<file path="config.mk">
export PLATFORM = sky130hd
export DESIGN_NAME = ctn_sram_adapter
export DESIGN_NICKNAME = d
export VERILOG_FILES = /design/src/rtl/ctn_pkg.sv /design/src/rtl/ctn_sram_adapter.sv
export SDC_FILE = /design/constraint.sdc
export NUM_CORES = 1
export LEC_CHECK = 0
export BUFFER_PORTS_ARGS = -buffer_cell sky130_fd_sc_hd__buf_2
export CAP_MARGIN = 25
export CORE_ASPECT_RATIO = 1.4
export CORE_MARGIN = 8
export CORE_UTILIZATION = 26
export DETAILED_ROUTE_END_ITERATION = 6
export PLACE_DENSITY_LB_ADDON = 0.12
export SETUP_SLACK_MARGIN = 0.5
export SYNTH_ARGS = -nofsm -noshare
export SYNTH_HDL_FRONTEND = slang
export SYNTH_SLANG_ARGS = --single-unit
</file>
<file path="constraint.sdc">
create_clock -name clk_aon -period 2.5 [get_ports clk_aon]
set_clock_uncertainty 0.1 [all_clocks]
set_input_delay 0.125 -clock clk_aon [delete_from_list [all_inputs] [get_ports clk_aon]]
set_output_delay 0.125 -clock clk_aon [all_outputs]
set_load 0.1 [all_outputs]
</file>
<file path="src/rtl/ctn_pkg.sv">
// Shared widths and the address map of the CTN memory path
// The RAM window is the 256-word block whose tag is RamRegion
package ctn_pkg;

  ////////////////////////////////////////
  // Widths
  ////////////////////////////////////////

  localparam int CtnAw   = 16;             // CTN word address
  localparam int SramAw  = 8;              // RAM word index, 256 words
  localparam int RegionW = CtnAw - SramAw; // Window tag in the upper bits
  localparam int CtnDw   = 32;
  localparam int CtnBw   = CtnDw / 8;
  localparam int NumHosts = 2;

  ////////////////////////////////////////
  // Address map and timing
  ////////////////////////////////////////

  localparam logic [RegionW-1:0] RamRegion = 8'h40;

  localparam int PorCntW         = 4;
  localparam int PorFilterCycles = 8; // Consecutive high supply samples
  localparam int RamLatency      = 2; // Acceptance to response

  // Raw word address, or tag plus RAM index
  typedef union packed {
    logic [CtnAw-1:0] raw;
    struct packed {
      logic [RegionW-1:0] region;
      logic [SramAw-1:0]  idx;
    } fields;
  } ctn_addr_u;

endpackage
</file>
<file path="src/rtl/ctn_sram_adapter.sv">
// Window decode and always-granting SRAM adapter, fixed RamLatency responses
// Responses cannot be stalled, so the sideband is a plain shift pipeline
`timescale 1ns/1ps

module ctn_sram_adapter (
  input  logic                          clk_aon,
  input  logic                          arst_n_i,
  // Merged request
  input  logic                          req_i,
  input  logic                          we_i,
  input  ctn_pkg::ctn_addr_u            addr_i,
  input  logic [ctn_pkg::CtnDw-1:0]     wdata_i,
  input  logic [ctn_pkg::CtnBw-1:0]     be_i,
  input  logic                          host_i,
  // RAM side
  output logic                          ram_req_o,
  output logic                          ram_we_o,
  output logic [ctn_pkg::SramAw-1:0]    ram_addr_o,
  output logic [ctn_pkg::CtnDw-1:0]     ram_wdata_o,
  output logic [ctn_pkg::CtnBw-1:0]     ram_be_o,
  input  logic                          ram_rvalid_i,
  input  logic [ctn_pkg::CtnDw-1:0]     ram_rdata_i,
  // Responses
  output logic [ctn_pkg::NumHosts-1:0]  rsp_valid_o,
  output logic [ctn_pkg::CtnDw-1:0]     rsp_rdata_o,
  output logic                          rsp_err_o
);
  import ctn_pkg::*;

  logic hit;

  // Sideband, index 0 is the newest stage
  logic [RamLatency-1:0] sb_valid_q;
  logic [RamLatency-1:0] sb_host_q;
  logic [RamLatency-1:0] sb_we_q;
  logic [RamLatency-1:0] sb_miss_q;

  logic out_valid;
  logic out_read_hit;

  ////////////////////////////////////////
  // Decode and RAM request
  ////////////////////////////////////////

  assign hit = (addr_i.fields.region == RamRegion);

  // Misses never reach the RAM
  assign ram_req_o   = req_i & hit;
  assign ram_we_o    = we_i & hit;
  assign ram_addr_o  = addr_i.fields.idx;
  assign ram_wdata_o = wdata_i;
  assign ram_be_o    = be_i;

  ////////////////////////////////////////
  // Sideband pipeline
  ////////////////////////////////////////

  always_ff @(posedge clk_aon or negedge arst_n_i) begin
    if (!arst_n_i) begin
      sb_valid_q <= '0;
      sb_host_q  <= '0;
      sb_we_q    <= '0;
      sb_miss_q  <= '0;
    end else begin
      sb_valid_q <= {sb_valid_q[RamLatency-2:0], req_i};
      sb_host_q  <= {sb_host_q[RamLatency-2:0], host_i};
      sb_we_q    <= {sb_we_q[RamLatency-2:0], we_i};
      sb_miss_q  <= {sb_miss_q[RamLatency-2:0], ~hit};
    end
  end

  ////////////////////////////////////////
  // Response steering
  ////////////////////////////////////////

  assign out_valid    = sb_valid_q[RamLatency-1];
  assign out_read_hit = ~sb_we_q[RamLatency-1] & ~sb_miss_q[RamLatency-1];

  always_comb begin
    for (int h = 0; h < NumHosts; h++) begin
      rsp_valid_o[h] = out_valid & (sb_host_q[RamLatency-1] == 1'(h));
    end
  end

  assign rsp_err_o   = out_valid & sb_miss_q[RamLatency-1];
  // Writes and misses return zero data
  assign rsp_rdata_o = (out_valid && out_read_hit && ram_rvalid_i) ? ram_rdata_i : '0;

endmodule

</file>
==> run metrics <==
initial core utilization 26.7%; antenna violations before repair 0; RR Endpoint sb_miss_q[1]$_DFF_PN0_; Post-Syn Area 818 sq um; Syn. warnings 0; postcts setup bufs 0; routed wire length 2.84 mm; R2R setup slack 1.93 ns; Area Overhead vs Synth 34.6%; die area 5220 sq um; HP Start addr_i[15]; htree depth 1; Inst Count DP 172; core area 3060 sq um; synthesized area per cell 8.35 sq um; Root Driver clkbuf_8; RSZ-0062 raised after global routing false; Rows 24; Worst R2R Start sb_miss_q[0]$_DFF_PN0_; fmax 0.536 GHz; Clock Path Buffers 2; outcome completed; final instance area 1100 sq um; Reg2Reg Depth 0; Max Cap Violations 0; Req. time, crit path 2.28 ns; largest net degree at the start of global routing 33; actual slew at the worst max-slew pin 0.499 ns; hold_ws 0.137 ns; RePlAce Congestion 0.772; Mapped Cells 98; Area after DPL 946 sq um; Setup Viol. Count Final 0; Remaining Overflow, GRT 0; nets 232; Seq cells post-synth 8; register area share after synthesis 24.5%; clock latency on the worst-skew pair 0.22 ns; number of global-route vias before repair 763; LEAKAGE 0.000627 uW; Antenna diodes 0; first-pass GRT wire length 3.96 mm; CTS tree done; WHS Endpoint sb_miss_q[0]$_DFF_PN0_; fin crit share 74.6%; cts bufs inserted 3; CTS sink count 8; Worst Hold Class primary input to register; io pins 171; DRT Pass-1 Iters 2; Worst EP arrival 1.64 ns; Fin. Hold Viols 0; maximum vdd drop 0.285 mV; Power Dens Cells 318 nW/um^2; via count 746; Critical Path Sink Type output pin; fin. max-slew vios 0; PortBufs 82; hold depth 3; Finished Layout Cells 179; chip height 82.4 microns; DRC Markers 0; Post-Route Setup TNS 0 ns; share of layout cells above drive strength 1 63.6%; per-cell routed wire length 15.9 microns; Worst slew margin 67.0%; Total Routing Usage GR 9.56%; crit path max fanout 32; DIE WIDTH 63.4 microns; post-layout min period 1.86 ns; library cells used by synthesis 11; First DRT Iteration DRCs 37; syn_nets 188; remaining antenna violation count 0; Worst Setup Path Type register to output pin; CTS clock-pin slew for the worst setup and hold paths 0.04 ns; drt via density 4.17; Startpoint Class register
## per-layer routing
layer  vias up  GRT usage [%]  routed length (microns)
met5         -              0                        0
met1       297           6.54                      793
met4         0           3.58                       38
met3        12           11.6                      695
met2        99           15.7                     1320
li1        338              -                        -
## worst max-delay path, cell delays in order, from the launching register on
cell and delay (ns):
dfrtp_1 0.34, and4bb_4 0.50, and2_1 0.16, buf_2 0.42
## synthesized netlist by cell type, drive strengths merged
cell type,instances,area (sq um)
inv,2,7.51
or2,1,6.26
or4,1,7.51
dfrtp,8,200
buf,44,330
clkbuf,3,11.3
nor2b,1,6.26
nor3,2,10.0
and2,34,213
or4b,1,13.8
and4bb,1,12.5
## flip-flops by register name, summed over array words and instances (netlist names)
register,cells
sb_miss_q,2
sb_host_q,2
sb_we_q,2
sb_valid_q,2
## cell type report
| type | instances | area (sq um) |
|---|---|---|
| fillers | 319 | 1960 |
| repair buffers | 86 | 520 |
| multi-input cells | 41 | 283 |
| flip-flops and latches | 8 | 200 |
| well taps | 39 | 48.8 |
| clock buffers | 3 | 41.3 |
| inverters | 2 | 7.51 |
## logic make-up after synthesis
group / Yosys count / synth area share [%]
DFF: 8 / 24.5
buffers and inverters: 49 / 42.7
and+or+nand+nor: 41 / 32.9
## worst max path at each step
stage	startpoint	slack, ns	endpoint	depth (start not counted)
after CTS	sb_miss_q[1]$_DFF_PN0_	0.50	rsp_rdata_o[2]	3
after floorplan	addr_i[9]	0.38	ram_req_o	2
after global routing	sb_we_q[1]$_DFF_PN0_	0.55	rsp_rdata_o[31]	3
final	sb_we_q[1]$_DFF_PN0_	0.64	rsp_rdata_o[2]	3
after global placement	sb_we_q[1]$_DFF_PN0_	0.56	rsp_rdata_o[19]	3
after detailed placement	sb_miss_q[1]$_DFF_PN0_	0.52	rsp_rdata_o[19]	3
## metrics by stage
| step | setup WS, ns | util, % | power (uW) |
|---|---|---|---|
| after floorplan | 0.378 | - | 496 |
| after global placement | 0.555 | 30.9 | 202 |
| after detailed placement | 0.522 | 30.9 | 202 |
| after CTS | 0.500 | 35.8 | 355 |
| after global routing | 0.553 | 35.9 | 371 |
| final | 0.636 | 35.9 | 350 |
## cell usage in the layout, fill, tap and decap left out
cell type / count
buf_2: 54
and2_1: 34
buf_4: 28
dfrtp_1: 8
dlygate4sd3_1: 4
clkbuf_8: 3
inv_1: 2
nor3_2: 2
and4bb_4: 1
or4b_4: 1
or4_1: 1
or2_1: 1
nor2b_1: 1
## report_power, final
group	switching [uW]	leakage (uW)	internal (uW)	total, uW
clock network	41.5	0.0000216	103	145
registers	1.60	0.0000875	135	137
logic	34.6	0.000518	33.2	67.8
## repair_timing
action                     4_1_cts  5_1_grt
hold endpoints to repair        11        0
hold buffers                     4        0
gates resized for setup         29        1
setup endpoints to repair       32        4
(Power assumes the default switching activity.)
