**src/rtl/ctn_pkg.sv**
```systemverilog
// Shared widths and the address map of the CTN memory path
// The RAM window is the 256-word block whose tag is RamRegion
package ctn_pkg;

  ////////////////////////////////////////
  // Widths
  ////////////////////////////////////////

  localparam int CtnAw   = 16;             // CTN word address
  localparam int SramAw  = 8;              // RAM word index, 256 words
  localparam int RegionW = CtnAw - SramAw; // Window tag in the upper bits
  localparam int CtnDw   = 32;
  localparam int CtnBw   = CtnDw / 8;
  localparam int NumHosts = 2;

  ////////////////////////////////////////
  // Address map and timing
  ////////////////////////////////////////

  localparam logic [RegionW-1:0] RamRegion = 8'h40;

  localparam int PorCntW         = 4;
  localparam int PorFilterCycles = 8; // Consecutive high supply samples
  localparam int RamLatency      = 2; // Acceptance to response

  // Raw word address, or tag plus RAM index
  typedef union packed {
    logic [CtnAw-1:0] raw;
    struct packed {
      logic [RegionW-1:0] region;
      logic [SramAw-1:0]  idx;
    } fields;
  } ctn_addr_u;

endpackage
```
**src/rtl/power_on_seq.sv**
```systemverilog
// Fake platform supply with a dropout, filtered into a power-on-good level
// por_n_o rises 20 clk_aon edges after reset release and never falls again
`timescale 1ns/1ps

module power_on_seq (
  input  logic clk_aon,
  input  logic arst_n_i,
  output logic por_n_o
);
  import ctn_pkg::*;

  logic [PorCntW-1:0] cnt_q;
  logic [PorCntW-1:0] stab_q;
  logic               vcc_supp;
  logic               por_q;

  // Supply pattern: low, short high, low, then high for good
  assign vcc_supp = (cnt_q < 4'h4) ? 1'b0 :
                    (cnt_q < 4'h8) ? 1'b1 :
                    (cnt_q < 4'hc) ? 1'b0 : 1'b1;

  always_ff @(posedge clk_aon or negedge arst_n_i) begin
    if (!arst_n_i) begin
      cnt_q  <= '0;
      stab_q <= '0;
      por_q  <= 1'b0;
    end else begin
      if (cnt_q != '1) begin
        cnt_q <= cnt_q + 1'b1; // Saturates at 15
      end
      if (!vcc_supp) begin
        stab_q <= '0;
      end else if (stab_q != PorCntW'(PorFilterCycles)) begin
        stab_q <= stab_q + 1'b1;
      end
      // Sticky once the supply has been stable long enough
      if (vcc_supp && (stab_q == PorCntW'(PorFilterCycles - 1))) begin
        por_q <= 1'b1;
      end
    end
  end

  assign por_n_o = por_q;

endmodule

```
**config.mk**
```make
export PLATFORM = sky130hd
export DESIGN_NAME = power_on_seq
export DESIGN_NICKNAME = d
export VERILOG_FILES = /design/src/rtl/ctn_pkg.sv /design/src/rtl/power_on_seq.sv
export SDC_FILE = /design/constraint.sdc
export NUM_CORES = 1
export LEC_CHECK = 0
export BUFFER_PORTS_ARGS = -buffer_cell sky130_fd_sc_hd__buf_2
export CAP_MARGIN = 20
export CORE_AREA = 3 3 40 42
export DETAILED_ROUTE_END_ITERATION = 8
export DIE_AREA = 0 0 43 45
export PLACE_DENSITY = 0.61
export SYNTH_ARGS = -nofsm -noshare
export SYNTH_HDL_FRONTEND = slang
export SYNTH_SLANG_ARGS = --single-unit
export TNS_END_PERCENT = 20
```
**constraint.sdc**
```tcl
create_clock -name clk_aon -period 1.5 [get_ports clk_aon]
set_input_delay 0.225 -clock clk_aon [delete_from_list [all_inputs] [get_ports clk_aon]]
set_output_delay 0.225 -clock clk_aon [all_outputs]
set_load 0.005 [all_outputs]
```
==> run summary, run 1 <==
worst min-delay path class: in -> async
Cell Area, Synth: 458 um2
syn avg cell area: 11.4 um2
final wirelength: 643 um
synth unique cells: 19
placed instance area: 479 um2
worst setup path class: reg -> reg
Clk pwr share: 42.6%
RSZ-0062 raised after global routing: no
GRT Overall Usage: 8.09%
Worst setup EP type: register
crit-path cells: ha_1 -> nand3_4 -> mux2_4
Crit Path Max Fanout: 4
CTS sink count: 9
Worst Skew: 5.06 ps
initial core utilization: 35.6%
slew margin rel.: 78.0%
r2r endpoint: cnt_q[1]$_DFFE_PN0P_
worst vdd ir: 0.000498 V
commonest non-fill, non-tap cells in the layout: 9 x dfrtp_1, 4 x inv_1
DRT iter0 DRCs: 0
R2R Setup Slk: 290 ps
Psw: 0.0883 mW
H-tree depth: 1
# setup viols final: 0
initial antenna violation count: 0
crit path launch type: register
placed cells: 56
# nets final: 52
Chip Height: 45 um
max-cap viol count: 0
Critical Path RT: 1640 ps
clock latency at the later pin of the worst-skew pair: 260 ps
fmax: 0.824 GHz
I/O pin count: 3
most common cell after layout, fill and taps aside: dfrtp_1
vias in the first global route: 253
Final Cell Area: 515 um2
RR Startpoint: cnt_q[0]$_DFFE_PN0P_
total number of vias: 279
top cell type by total area after synthesis: dfrtp_1
Root Driver: clkbuf_4
P_int: 0.348 mW
post-CTS setup buffer count: 0
synth warn: 0
Top delay family on crit path: flip-flops
first-pass GRT wire length: 1.10 mm
P_leak: 0.247 nW
switching part of the total: 20.2%
cell with the biggest individual delay on the critical path: dfrtp_1
Die Area: 0.00194 mm2
worst endpoint data arrival time: 1350 ps
total CTS buffers: 3
Worst Setup SP: cnt_q[0]$_DFFE_PN0P_
post_cts resized: 0
share of cells above drive strength 1: 19.6%
Final GP Congestion: 0.639
core box area: 0.00128 mm2
Power, Total: 0.436 mW
Worst-path clk slew: 60 ps
sequential share of the synthesized area: 49.2%
Critical Path Max Stage Delay: 410 ps
crit path to: cnt_q[1]$_DFFE_PN0P_
buffer and inverter count on the worst path: 0
DRC violation count after routing: 0
Synth area leaders: dfrtp_1 49%, ha_1 8.2%, nand3b_4 4.4%, nand3_4 3.8%, xnor2_1 3.8%
Non-Filler Instances: 61
antenna-violating nets left: 0
CTS Buffer Depth: 2
worst slew pin tran: 331 ps
Post-Synth Simple-Gate Area: 20.8%
Post-Route Setup TNS: 0 ps
status: finished, final reports clean
remaining global-route overflow: 0
CTS tree: done
largest family of logic cells by synthesized area: simple AND/OR/NAND/NOR gates
Vias/cell: 4.57
pin count of the biggest net entering global routing: 11
Final Hold Fails: 0
die width: 43 um
R2R depth: 3
Inserted Diodes: 0
Synth top area share: 49.2%
WP depth: 3
first drt pass iteration count: 1
Post-Synth Adder-Cell Area: 8.20%
synthesized instance count: 40
XOR/XNOR Fraction of Synth Area: 5.74%
multiplexer share of the synthesized area: 5.46%
Synthesized Nets: 45
Synth-to-Final Area Change: 12.6%
Final min period: 1210 ps
FP Rows: 13
power per standard cell area: 846 mW/mm2
DP Wirelength: 466 um
DR WL/cell: 10.5 um
fin crit share: 80.9%
combinational share of power: 1.7%
Flop pwr share: 55.7%
Synth Area in Compound Gates: 5.74%
Yosys reg bits: 9
Max Slew Vio Count: 0
fin util: 40.1%
# port buffers: 2
==> Yosys cell counts <==
| cell | number |
|---|---|
| xor2_1 | 1 |
| inv_1 | 4 |
| nor2_1 | 3 |
| nor2b_1 | 1 |
| nand3_1 | 3 |
| nor3_1 | 1 |
| o21ai_0 | 1 |
| nand2_1 | 2 |
| nand3b_4 | 1 |
| buf_4 | 1 |
| mux2i_1 | 1 |
| nand3_4 | 1 |
| dfrtp_1 | 9 |
| xnor2_1 | 2 |
| a41o_2 | 1 |
| ha_1 | 3 |
| mux2_4 | 1 |
| and2_1 | 2 |
| a21oi_1 | 2 |
==> registers in the layout, indices dropped and copies added (netlist names) <==
| register | count |
|---|---|
| cnt_q | 4 |
| stab_q | 4 |
| por_n_o | 1 |
==> logic make-up after synthesis <==
family	Yosys count
and+or+nand+nor	14
DFF	9
buffers and inverters	5
AOI/OAI and AO/OA	4
xor gates and xnor gates	3
adders and majority gates	3
muxes	2
==> layout make-up <==
cell class              count  area, um2
repair buffers              3       20.0
well taps                  15       18.8
clock buffers               4       26.3
inverters                   4       15.0
fillers                   132        769
multi-input cells          26        210
flip-flops and latches      9        225
==> worst min path at each step <==
stage          startpoint              endpoint  slack (ps)  depth (start not counted)
2_1_floorplan    arst_n_i  cnt_q[0]$_DFFE_PN0P_         -70                          0
3_3_place_gp     arst_n_i  cnt_q[3]$_DFFE_PN0P_          90                          1
3_5_place_dp     arst_n_i  cnt_q[1]$_DFFE_PN0P_          90                          1
4_1_cts          arst_n_i  cnt_q[0]$_DFFE_PN0P_         340                          2
5_1_grt          arst_n_i  cnt_q[1]$_DFFE_PN0P_         340                          2
6_report         arst_n_i  cnt_q[0]$_DFFE_PN0P_         350                          2
==> metal layers <==
| layer | vias up | track usage [%] | routed length [um] |
|---|---|---|---|
| met5 | - | 0 | 0 |
| li1 | 144 | - | - |
| met3 | 0 | 5.98 | 36 |
| met4 | 0 | 1.81 | 0 |
| met2 | 5 | 12.0 | 278 |
| met1 | 130 | 9.48 | 328 |
==> stage by stage <==
| stage | hold WS [ps] | worst slack [ps] |
|---|---|---|
| finish | 346 | 287 |
| global route | 340 | 245 |
| CTS | 340 | 278 |
| detailed placement | 87.8 | 303 |
| global placement | 89.9 | 288 |
| floorplan | -70.6 | 345 |
==> worst reg2reg max path: cells and delay by family, from the launching register on <==
| family | cells | cell delay [ps] |
|---|---|---|
| adder cells (fa/ha/maj) | 1 | 280 |
| flip-flops | 1 | 410 |
| multiplexers | 1 | 290 |
| AND/OR/NAND/NOR | 1 | 120 |
==> power by group through the flow <==
stage | Clock (mW) | Sequential (mW) | Combinational, mW
floorplan | 0 | 0.247 | 0.000000132
global placement | 0 | 0.247 | 0.00606
detailed placement | 0 | 0.247 | 0.00594
CTS | 0.193 | 0.243 | 0.00792
global route | 0.215 | 0.242 | 0.00856
finish | 0.186 | 0.243 | 0.00761
==> repair_timing <==
action,4_1_cts,5_1_grt
endpoints found under the hold margin,9,0
setup endpoints to repair,0,0
hold buffers,1,0
(Power assumes the default switching activity.)
==> run 2: changes to the inputs <==
- PLACE_DENSITY: 0.61 -> 0.63
- clock period: 1.5 -> 1 ns (I/O delays scaled with it)
==> run summary, run 2 (synthesis gave the netlist of run 1 again) <==
Fillers: 124
CTS tree: done
Chip Height: 45 um
core box area: 0.00128 mm2
worst setup path class: reg -> reg
fmax: 0.883 GHz
vias in the first global route: 335
switching part of the total: 22.0%
Power, Total: 0.661 mW
power per standard cell area: 1050 mW/mm2
Worst Skew: 5.44 ps
# setup viols final: 4
antenna-violating nets left: 0
Crit Path Max Fanout: 2
Inserted Diodes: 0
commonest non-fill, non-tap cells in the layout: 9 x dfrtp_1, 8 x buf_4, 3 x nand3_1, 3 x nor2_1, 3 x clkbuf_4
slew margin rel.: 85.3%
# port buffers: 2
Clk pwr share: 43.3%
worst slew pin tran: 220 ps
Non-Filler Instances: 71
multi-input logic area: 239 um2
final wirelength: 695 um
Die Area: 0.00194 mm2
I/O pin count: 3
violated checks: setup timing
most common cell after layout, fill and taps aside: dfrtp_1
placed cells: 63
Max Slew Vio Count: 0
Flop pwr share: 55.1%
Worst setup EP type: register
status: complete, but fails checks
DRC violation count after routing: 0
Psw: 0.145 mW
total CTS buffers: 3
initial antenna violation count: 0
cell with the biggest individual delay on the critical path: dfrtp_1
die width: 43 um
share of cells above drive strength 1: 44.6%
P_int: 0.516 mW
H-tree depth: 1
CTS sink count: 9
total number of vias: 337
initial core utilization: 35.6%
Final Cell Area: 628 um2
Root Driver: clkbuf_4
max-cap viol count: 0
DR WL/cell: 9.79 um
Final GP Congestion: 0.664
Worst Setup SP: stab_q[0]$_DFFE_PN0P_
worst vdd ir: 0.000415 V
FP Rows: 13
worst min-delay path class: in -> async
Vias/cell: 4.75
Critical Path Max Stage Delay: 390 ps
first drt pass iteration count: 2
crit path launch type: register
worst endpoint data arrival time: 1290 ps
P_leak: 0.302 nW
DP Wirelength: 525 um
Final Hold Fails: 0
Final min period: 1130 ps
CTS Buffer Depth: 2
RSZ-0062 raised after global routing: yes
combinational share of power: 1.6%
WHS: 249 ps
fin crit share: 113%
FF+latch area: 225 um2
# nets final: 62
Synth-to-Final Area Change: 37.2%
crit-path cells: buf_4 -> ha_1 -> a41o_2
Critical Path RT: 1160 ps
Worst-path clk slew: 70 ps
remaining global-route overflow: 0
clock latency at the later pin of the worst-skew pair: 270 ps
Final Worst Setup Slack: -132 ps
GRT Overall Usage: 8.85%
placed instance area: 557 um2
pin count of the biggest net entering global routing: 10
DRT iter0 DRCs: 2
RR Startpoint: stab_q[0]$_DFFE_PN0P_
first-pass GRT wire length: 1.27 mm
[run 2: cell type report]
class	instances	share of cell area, %
Tap cell	15	2.99
Clock inverter	1	0.797
Sequential cell	9	35.9
Clock buffer	3	3.59
Timing Repair Buffer	13	16.3
Inverter	4	2.39
Multi-Input combinational cell	26	38.0
[run 2: worst paths after layout]
| check | to | slack (ps) | cells after the start |
|---|---|---|---|
| setup / recovery | por_n_o$_DFFE_PN0P_ | -130 | 3 |
| hold / removal | stab_q[0]$_DFFE_PN0P_ | 250 | 2 |
| setup reg to reg | por_n_o$_DFFE_PN0P_ | -130 | 3 |
| hold reg to reg | por_n_o$_DFFE_PN0P_ | 480 | 1 |
| max in group asynchronous | cnt_q[1]$_DFFE_PN0P_ | 570 | 2 |
| min in group clk_aon | por_n_o$_DFFE_PN0P_ | 480 | 1 |
[run 2: per-layer routing]
layer	global-route usage, %	up-vias	routed length (um)
met3	2.39	2	28
li1	-	166	-
met4	5.42	0	15
met2	13.5	5	326
met1	11.2	164	325
met5	0	-	0
[run 2: critical path: cells and delay by family, from the launching register on]
| kind | cells | cell delay [ps] |
|---|---|---|
| compound gates | 1 | 270 |
| fa+ha+maj | 1 | 220 |
| buf+inv | 1 | 140 |
| flops | 1 | 390 |
[run 2: through the flow]
step	utilization, %	setup slack, ps	setup TNS, ps
4_1_cts	47.4	-111	-332
3_5_place_dp	43.3	-107	-174
6_report	48.9	-132	-353
2_1_floorplan	-	-58.1	-114
5_1_grt	48.9	-159	-712
3_3_place_gp	43.3	-84.2	-136
[run 2: repair_timing]
item,in CTS,in global routing
hold buffers,1,0
buffers inserted,2,1
setup endpoints to repair,5,9
pin swaps,3,1
resized for setup,0,3
gates cloned,0,0
hold endpoints to repair,9,0
[run 2: power groups by stage]
stage	clock [mW]	combinational, mW	sequential (mW)
floorplan	0	0.000000135	0.371
global placement	0	0.00921	0.371
detailed placement	0	0.00869	0.371
CTS	0.288	0.0115	0.364
global route	0.310	0.0126	0.364
finish	0.286	0.0108	0.364
