## src/rtl/ctn_pkg.sv

```systemverilog
// Shared widths and the address map of the CTN memory path
// The RAM window is the 256-word block whose tag is RamRegion
package ctn_pkg;

  ////////////////////////////////////////
  // Widths
  ////////////////////////////////////////

  localparam int CtnAw   = 16;             // CTN word address
  localparam int SramAw  = 8;              // RAM word index, 256 words
  localparam int RegionW = CtnAw - SramAw; // Window tag in the upper bits
  localparam int CtnDw   = 32;
  localparam int CtnBw   = CtnDw / 8;
  localparam int NumHosts = 2;

  ////////////////////////////////////////
  // Address map and timing
  ////////////////////////////////////////

  localparam logic [RegionW-1:0] RamRegion = 8'h40;

  localparam int PorCntW         = 4;
  localparam int PorFilterCycles = 8; // Consecutive high supply samples
  localparam int RamLatency      = 2; // Acceptance to response

  // Raw word address, or tag plus RAM index
  typedef union packed {
    logic [CtnAw-1:0] raw;
    struct packed {
      logic [RegionW-1:0] region;
      logic [SramAw-1:0]  idx;
    } fields;
  } ctn_addr_u;

endpackage
```

## src/rtl/ctn_arbiter.sv

```systemverilog
// Two-host round-robin arbiter onto a single request path
// Ready is combinational from valid and only ever raised for the winner
`timescale 1ns/1ps

module ctn_arbiter (
  input  logic                                          clk_aon,
  input  logic                                          arst_n_i,
  input  logic                                          por_n_i,
  // Host side, one lane per host
  input  logic [ctn_pkg::NumHosts-1:0]                  req_valid_i,
  input  logic [ctn_pkg::NumHosts-1:0]                  we_i,
  input  ctn_pkg::ctn_addr_u [ctn_pkg::NumHosts-1:0]    addr_i,
  input  logic [ctn_pkg::NumHosts-1:0][ctn_pkg::CtnDw-1:0] wdata_i,
  input  logic [ctn_pkg::NumHosts-1:0][ctn_pkg::CtnBw-1:0] be_i,
  output logic [ctn_pkg::NumHosts-1:0]                  req_ready_o,
  // Merged request
  output logic                                          req_o,
  output logic                                          we_o,
  output ctn_pkg::ctn_addr_u                            addr_o,
  output logic [ctn_pkg::CtnDw-1:0]                     wdata_o,
  output logic [ctn_pkg::CtnBw-1:0]                     be_o,
  output logic                                          host_o
);
  import ctn_pkg::*;

  logic last_q; // Host accepted last
  logic pick1;

  ////////////////////////////////////////
  // Grant
  ////////////////////////////////////////

  // Host 1 wins when alone, or when both ask and host 0 went last
  assign pick1 = req_valid_i[1] & (~req_valid_i[0] | ~last_q);

  assign req_ready_o[0] = por_n_i & req_valid_i[0] & ~pick1;
  assign req_ready_o[1] = por_n_i & pick1;

  assign req_o  = |req_ready_o;
  assign host_o = pick1;

  always_ff @(posedge clk_aon or negedge arst_n_i) begin
    if (!arst_n_i) begin
      last_q <= 1'b1; // Host 0 goes first
    end else if (req_o) begin
      last_q <= host_o;
    end
  end

  ////////////////////////////////////////
  // Request mux
  ////////////////////////////////////////

  assign we_o    = we_i[host_o];
  assign addr_o  = addr_i[host_o];
  assign wdata_o = wdata_i[host_o];
  assign be_o    = be_i[host_o];

endmodule

```

## config.mk

```make
export PLATFORM = sky130hd
export DESIGN_NAME = ctn_arbiter
export DESIGN_NICKNAME = d
export VERILOG_FILES = /design/src/rtl/ctn_pkg.sv /design/src/rtl/ctn_arbiter.sv
export SDC_FILE = /design/constraint.sdc
export NUM_CORES = 1
export LEC_CHECK = 0
export BUFFER_PORTS_ARGS = -buffer_cell sky130_fd_sc_hd__buf_2
export CORE_AREA = 2 2 64 66
export DETAILED_ROUTE_END_ITERATION = 8
export DIE_AREA = 0 0 66 68
export PLACE_DENSITY = 0.8
export SLEW_MARGIN = 20
export SYNTH_ARGS = -nofsm -noshare
export SYNTH_HDL_FRONTEND = slang
export SYNTH_SLANG_ARGS = --single-unit
```

## constraint.sdc

```tcl
create_clock -name clk_aon -period 1.7 [get_ports clk_aon]
set_clock_uncertainty 0.15 [all_clocks]
set_input_delay 0.085 -clock clk_aon [delete_from_list [all_inputs] [get_ports clk_aon]]
set_output_delay 0.085 -clock clk_aon [all_outputs]
set_load 0.005 [all_outputs]
```

==> results of run 1 <==
-- repair_timing --
action	4_1_cts	5_1_grt
setup buffers	0	0
endpoints found under the setup margin	0	0
hold buffers	1	0
endpoints found under the hold margin	1	0
-- layout make-up --
type	count	area, um^2
fillers	363	2040
repair buffers	170	886
multi-input cells	61	836
well taps	50	62.6
flip-flops and latches	1	26.3
inverters	1	3.75
-- routing by layer --
layer / share of wire, % / vias up
li1: - / 587
met1: 31 / 548
met2: 61 / 64
met3: 7.7 / 2
met4: 0.25 / 0
met5: 0 / -
-- path summary, 6_finish.rpt --
kind / startpoint / to / slack, ns / cells past startpoint
worst min register to register: last_q / last_q / 0.38 / 2
min in group asynchronous: arst_n_i / last_q / 0.40 / 2
worst min-delay path: por_n_i / last_q / 0.22 / 3
worst max register to register: last_q / last_q / 0.69 / 2
max in group asynchronous: arst_n_i / last_q / 0.98 / 2
worst max-delay path: last_q / be_o[3] / 0.14 / 4
-- placed cells by master, fill, tap and decap left out --
| cell type | synthesis | final |
|---|---|---|
| o21a_1 | 1 | 1 |
| mux2_2 | 4 | 4 |
| a21oi_1 | 3 | 3 |
| dlygate4sd3_1 | 0 | 1 |
| nand2_1 | 2 | 2 |
| buf_12 | 5 | 2 |
| and3_1 | 1 | 1 |
| a21boi_4 | 0 | 1 |
| buf_2 | 0 | 167 |
| dfstp_2 | 1 | 1 |
| mux2_4 | 49 | 49 |
| inv_1 | 1 | 1 |
-- power by group --
group	internal [uW]	switching, uW
clock	0	0
combinational	400	209
sequential	32.5	7.20
-- logic make-up (layout without fill, tap and decap cells) --
| kind of cell | count (synthesis) | count (layout) |
|---|---|---|
| AOI/OAI and AO/OA | 5 | 5 |
| buffers and inverters | 7 | 171 |
| DFF | 1 | 1 |
| muxes | 53 | 53 |
| and+or+nand+nor | 3 | 3 |
-- per-stage QoR --
step / total power (uW) / worst slack (ns) / hold slack (ns)
after floorplan: 409 / 0.285 / -0.213
after global placement: 642 / 0.168 / -0.131
after detailed placement: 655 / 0.131 / -0.127
after CTS: 658 / 0.129 / 0.223
after global routing: 698 / 0.0966 / 0.243
final: 649 / 0.138 / 0.219
-- worst reg2reg max path: cells and delay by family, from the launching register on --
kind                   cells  cell delay (ns)
AO/OA/AOI/OAI              1             0.15
buffers and inverters      1             0.07
flip-flops                 1             0.55
==> results.json, run 1 <==
{
  "status": "complete, no violations",
  "finalNetCount": 346,
  "largest_reg_flops": 1,
  "path_clk_slew_ns": 0,
  "final_cells": 283,
  "antenna_found_initial": 0,
  "yosysWarnings": 0,
  "synth.most_common_cell": "mux2_4",
  "critical_path_required_ns": 1.46,
  "dieArea_um2": 4490,
  "dp_cells": 282,
  "synth.distinct_cells": 11,
  "fin_crit_ns": 1.56,
  "met2_usage_pct": 27.7,
  "drt-wirelength-per-cell_um": 12.7,
  "grt_pass1_wl_um": 4490,
  "dpl.hpwl_um": 3310,
  "cp-end-kind": "output pin",
  "grt_overflow": 0,
  "ys_top_cells_by_area": "mux2_4, buf_12, mux2_2, dfstp_2, a21oi_1",
  "cpPeakStageDelay_ns": 0.37,
  "postLayoutCoreUtil_pct": 47.0,
  "die_x_um": 66,
  "cp_num_buf_inv": 2,
  "grtUsageMet1_pct": 12.6,
  "drive_gt1_share_pct": 96.1,
  "insertedDiodeCount": 0,
  "hold_viol": 0,
  "ir_drop_uv": 235,
  "synthArstFlopShare_pct": 100,
  "drc": 0,
  "synth.mux.area_fraction_pct": 80.5,
  "synth_top_family_by_area": "multiplexers",
  "avgSynthCellArea_um2": 14.1,
  "ys_seq_area_share_pct": 2.71,
  "vias_per_cell": 4.24,
  "fin_crit_sh_pct": 91.9,
  "synth_compound_area_share_pct": 3.48,
  "grt_pass1_vias": 1052,
  "synth_edf_count": 0,
  "ios": 168,
  "reg_top3": "last_q x1",
  "regMostFlops": "last_q",
  "core_um2": 3860,
  "crit_path_top_delay_cell": "dfstp_2",
  "syn_to_final_growth_pct": 87.1,
  "num_vias": 1201,
  "synth_simple_gate_area_share_pct": 1.42,
  "dr.pass1.iters": 2,
  "cellPowerDensity_nw_per_um2": 358,
  "ant_nets": 0,
  "syn_inst": 69,
  "port_buffers": 167,
  "cts_resized": 0,
  "synth_commonest_cells": "mux2_4, buf_12, mux2_2",
  "slew_headroom_pct": 86.5,
  "drtIter0Drc": 18,
  "grt_use_met3_pct": 0.987,
  "path_delay_family": "flip-flops",
  "fmax_mhz": 640,
  "start_util_pct": 25.1,
  "cp_max_fo": 27,
  "max_cap_viol_count": 0,
  "grt_usage_pct": 12.4,
  "clk_latency_ns": 0,
  "die_y_um": 68,
  "hold_class": "input port to flip-flop",
  "detail_route.wirelength_um": 3580,
  "rsz0062_at_grt": "false",
  "crit_chain": "a21boi_4 -> buf_12 -> mux2_2 -> buf_2",
  "dpl_cell_area_um2": 1800,
  "synth_seq_cells": 1,
  "place.gp.congestion": 0.777,
  "synth_area_um2": 970,
  "critPathArrivalTime_ns": 1.33,
  "tightest_slew_ns": 0.203,
  "netlist.area_leader.share_pct": 75.9,
  "synth_top_area_cell": "mux2_4",
  "start_kind": "flip-flop",
  "postLayoutCellArea_um2": 1810,
  "num_rows": 23,
  "grt.busiest_layer": "met2",
  "grt_max_degree": 28,
  "synth_nets": 180,
  "slew_viol_final": 0,
  "tns_ns": 0,
  "synth-xor-area-share_pct": 0,
  "synthAdderAreaFrac_pct": 0,
  "path_class": "flip-flop to output pin",
  "setup_viol": 0,
  "synthFlopType": "dfstp_2",
  "p_leak_uw": 0.00112
}
No activity file was read; power rests on OpenSTA's default activity.
==> run 2: changes to the inputs <==
--- a/constraint.sdc
+++ b/constraint.sdc
@@ -3,3 +3,3 @@
 set_input_delay 0.085 -clock clk_aon [delete_from_list [all_inputs] [get_ports clk_aon]]
 set_output_delay 0.085 -clock clk_aon [all_outputs]
-set_load 0.005 [all_outputs]
+set_load 0.01 [all_outputs]
==> results.json, run 2 (same netlist as run 1, synthesis figures left out) <==
{
  "status": "complete, no violations",
  "hold_viol": 0,
  "path_class": "flip-flop to output pin",
  "cpPeakStageDelay_ns": 0.37,
  "clockPowerShare_pct": 0,
  "fin_crit_sh_pct": 92.0,
  "critical_path_required_ns": 1.46,
  "detail_route.wirelength_um": 3570,
  "dr.pass1.iters": 2,
  "crit_path_top_delay_cell": "dfstp_2",
  "die_y_um": 68,
  "total_power_uw": 702,
  "cp-end-kind": "output pin",
  "layout_commonest_cell": "buf_2",
  "finalNetCount": 346,
  "p_int_uw": 435,
  "drtIter0Drc": 9,
  "grt_pass1_vias": 1106,
  "ant_nets": 0,
  "dieArea_um2": 4490,
  "r2r_cells": 2,
  "insertedDiodeCount": 0,
  "drive_gt1_share_pct": 96.1,
  "tns_ns": 0,
  "die_x_um": 66,
  "path_depth": 4,
  "cp_num_buf_inv": 2,
  "max_cap_viol_count": 0,
  "num_vias": 1208,
  "postLayoutCoreUtil_pct": 47.0,
  "grt_pass1_wl_um": 4630,
  "crit_chain": "a21boi_4 -> buf_12 -> mux2_2 -> buf_2",
  "min_path_cells": 3,
  "grt_max_degree": 28,
  "drt-wirelength-per-cell_um": 12.6,
  "grt_usage_pct": 12.8,
  "p_switching_uw": 267,
  "ir_drop_uv": 189,
  "port_buffers": 167,
  "cp_max_fo": 27,
  "clk_latency_ns": 0,
  "syn_to_final_growth_pct": 87.1,
  "drc": 0,
  "vias_per_cell": 4.27,
  "power_frac_comb_pct": 94.4,
  "core_um2": 3860,
  "p_leak_uw": 0.00112,
  "setup_viol": 0,
  "path_clk_slew_ns": 0,
  "antenna_found_initial": 0,
  "largest_reg_flops": 1,
  "final_cell_mix": "buf_2, mux2_4, mux2_2",
  "slew_viol_final": 0,
  "whs_ns": 0.222,
  "place.gp.congestion": 0.792,
  "reg_top3": "last_q x1",
  "cts_setup_buffers": 0,
  "grt_overflow": 0,
  "fin_crit_ns": 1.56,
  "fmax_mhz": 639,
  "num_rows": 23,
  "hold_class": "input port to flip-flop",
  "regMostFlops": "last_q",
  "p_sw_share_pct": 38.1,
  "slew_headroom_pct": 86.5,
  "start_kind": "flip-flop",
  "path_delay_family": "buffers and inverters",
  "p_seq_share_pct": 5.6,
  "ios": 168,
  "start_util_pct": 25.1,
  "critPathArrivalTime_ns": 1.33,
  "rsz0062_at_grt": "false",
  "cellPowerDensity_nw_per_um2": 387,
  "tightest_slew_ns": 0.202
}
-- run 2: final timing paths --
check	startpoint	endpoint	slack, ns
worst max-delay path	last_q	wdata_o[31]	0.14
worst min-delay path	req_valid_i[1]	last_q	0.22
worst max register to register	last_q	last_q	0.71
worst min register to register	last_q	last_q	0.38
max in group asynchronous	arst_n_i	last_q	0.96
min in group asynchronous	arst_n_i	last_q	0.42
-- run 2: metal layers --
layer	routed length [um]	global-route usage (%)
met5	0	0
met4	12	0.510
met3	293	1.32
met2	2140	29.2
met1	1130	12.5
-- run 2: layout make-up --
class                           instances  area (um^2)
Tap cell                               50         62.6
Sequential cell                         1         26.3
Inverter                                1         3.75
Multi-Input combinational cell         61          836
Timing Repair Buffer                  170          886
Fill cell                             385         2040
-- run 2: repair_timing --
action | in CTS | in global routing
hold endpoints to repair | 1 | 0
hold buffers | 1 | 0
resized for setup | 0 | 0
-- run 2: metrics by stage --
| step | setup WS (ns) | instances | instance area [um^2] |
|---|---|---|---|
| after detailed placement | 0.131 | 282 | 1800 |
| after CTS | 0.127 | 283 | 1810 |
| after global placement | 0.155 | 282 | 1800 |
| after global routing | 0.0797 | 283 | 1810 |
| after floorplan | 0.269 | 69 | 970 |
| final | 0.135 | 283 | 1810 |
-- run 2: tightest hold or removal path: cells and delay by family --
kind,cells,cell delay [ns]
compound gates,1,0.07
simple gates,1,0.08
buf+inv,1,0.12
-- run 2: power groups by stage --
| stage | Combinational [uW] | Sequential, uW | Clock [uW] |
|---|---|---|---|
| floorplan | 429 | 36.5 | 0 |
| global placement | 657 | 38.7 | 0 |
| detailed placement | 667 | 39.6 | 0 |
| CTS | 671 | 39.6 | 0 |
| global route | 712 | 40.8 | 0 |
| finish | 663 | 39.6 | 0 |
==> run 3: changes to the inputs <==
Settings changed: RECOVER_POWER set to 100.
==> results.json, run 3 (same netlist as run 1, synthesis figures left out) <==
{
  "num_rows": 23,
  "ant_nets": 0,
  "antenna_found_initial": 0,
  "drc": 0,
  "grt_pass1_vias": 1106,
  "fin_crit_ns": 1.59,
  "worstSetupStartpoint": "last_q",
  "start_kind": "flip-flop",
  "max_cap_viol_count": 0,
  "drt-wirelength-per-cell_um": 12.7,
  "ctsHoldBuffers": 1,
  "whs_ns": 0.228,
  "tns_ns": 0,
  "path_clk_slew_ns": 0,
  "p_int_uw": 402,
  "min_from": "req_valid_i[1]",
  "path_class": "flip-flop to output pin",
  "syn_to_final_growth_pct": 81.2,
  "grt_overflow": 0,
  "cts_setup_buffers": 0,
  "grt_max_degree": 28,
  "fill_cells": 405,
  "rr_startpoint": "last_q",
  "reg_top3": "last_q x1",
  "p_leak_uw": 0.00103,
  "p_switching_uw": 266,
  "slew_headroom_pct": 82.8,
  "tightest_slew_ns": 0.257,
  "dp_cells": 282,
  "clk_latency_ns": 0,
  "total_power_uw": 668,
  "fin_crit_sh_pct": 93.5,
  "drtIter0Drc": 11,
  "slew_viol_final": 0,
  "critPathArrivalTime_ns": 1.35,
  "cp_max_fo": 27,
  "regMostFlops": "last_q",
  "port_buffers": 167,
  "status": "complete, no violations",
  "cp-end-kind": "output pin",
  "hold_class": "input port to flip-flop",
  "power_frac_comb_pct": 94.3,
  "postLayoutCoreUtil_pct": 45.6,
  "regArea_um2": 26.3,
  "finalNetCount": 346,
  "hold_viol": 0,
  "insertedDiodeCount": 0,
  "largest_reg_flops": 1,
  "final_cell_mix": "buf_2, mux2_4, clkbuf_1",
  "clockPowerShare_pct": 0,
  "grt_pass1_wl_um": 4630,
  "ios": 168,
  "multi_input_area_um2": 802,
  "dr.pass1.iters": 3,
  "fmax_mhz": 629,
  "cellPowerDensity_nw_per_um2": 380,
  "setup_viol": 0,
  "final_cells": 283,
  "num_vias": 1206,
  "layout_commonest_cell": "buf_2",
  "cts_resized": 0,
  "core_um2": 3860,
  "critical_path_required_ns": 1.46,
  "rsz0062_at_grt": "false",
  "dieArea_um2": 4490,
  "ir_drop_uv": 181,
  "p_seq_share_pct": 5.7,
  "reg2reg_slack_ns": 0.66,
  "start_util_pct": 25.1,
  "die_x_um": 66,
  "p_sw_share_pct": 39.9,
  "vias_per_cell": 4.26,
  "drive_gt1_share_pct": 83.7,
  "die_y_um": 68,
  "detail_route.wirelength_um": 3600,
  "place.gp.congestion": 0.792,
  "grt_usage_pct": 12.8
}
-- run 3: cell types whose count changed in the layout (fill, tap and decap cells not counted) --
cell      previous run  this run
dfstp_2              1         0
clkbuf_1             0        19
mux2_1               0         9
buf_2              167       148
mux2_4              49        40
dfstp_1              0         1
-- run 3: worst max-delay path, cell delays in order, from the launching register on --
cell	delay, ns
dfstp_1	0.39
a21boi_4	0.24
buf_12	0.25
mux2_4	0.32
buf_2	0.14
-- run 3: per-stage QoR --
step                area, um^2  worst slack (ns)
CTS                       1810             0.127
detailed placement        1800             0.131
global placement          1800             0.155
finish                    1760             0.110
global route              1760            0.0569
floorplan                  970             0.269
-- run 3: final timing paths --
kind / to / depth (start not counted)
hold reg to reg: last_q / 2
setup / recovery: addr_o[12] / 4
setup reg to reg: last_q / 2
hold / removal: last_q / 3
min in group asynchronous: last_q / 2
max in group asynchronous: last_q / 2
-- run 3: per-layer routing --
layer	global-route usage [%]	vias up	part of all wire, %	routed length, um
met1	12.5	554	33	1180
li1	-	588	-	-
met5	0	-	0	0
met4	0.510	0	0.33	12
met2	29.2	62	59	2130
met3	1.32	2	7.7	279
-- run 3: power by group through the flow --
stage          registers [uW]  clock network, uW  logic, uW
2_1_floorplan            36.5                  0        429
3_3_place_gp             38.7                  0        657
3_5_place_dp             39.6                  0        667
4_1_cts                  39.6                  0        671
5_1_grt                  38.8                  0        679
6_report                 38.0                  0        630
-- run 3: layout make-up --
cell class | count | area share (%)
repair buffers | 170 | 49.1
multi-input cells | 61 | 45.7
well taps | 50 | 3.56
flip-flops and latches | 1 | 1.50
inverters | 1 | 0.214
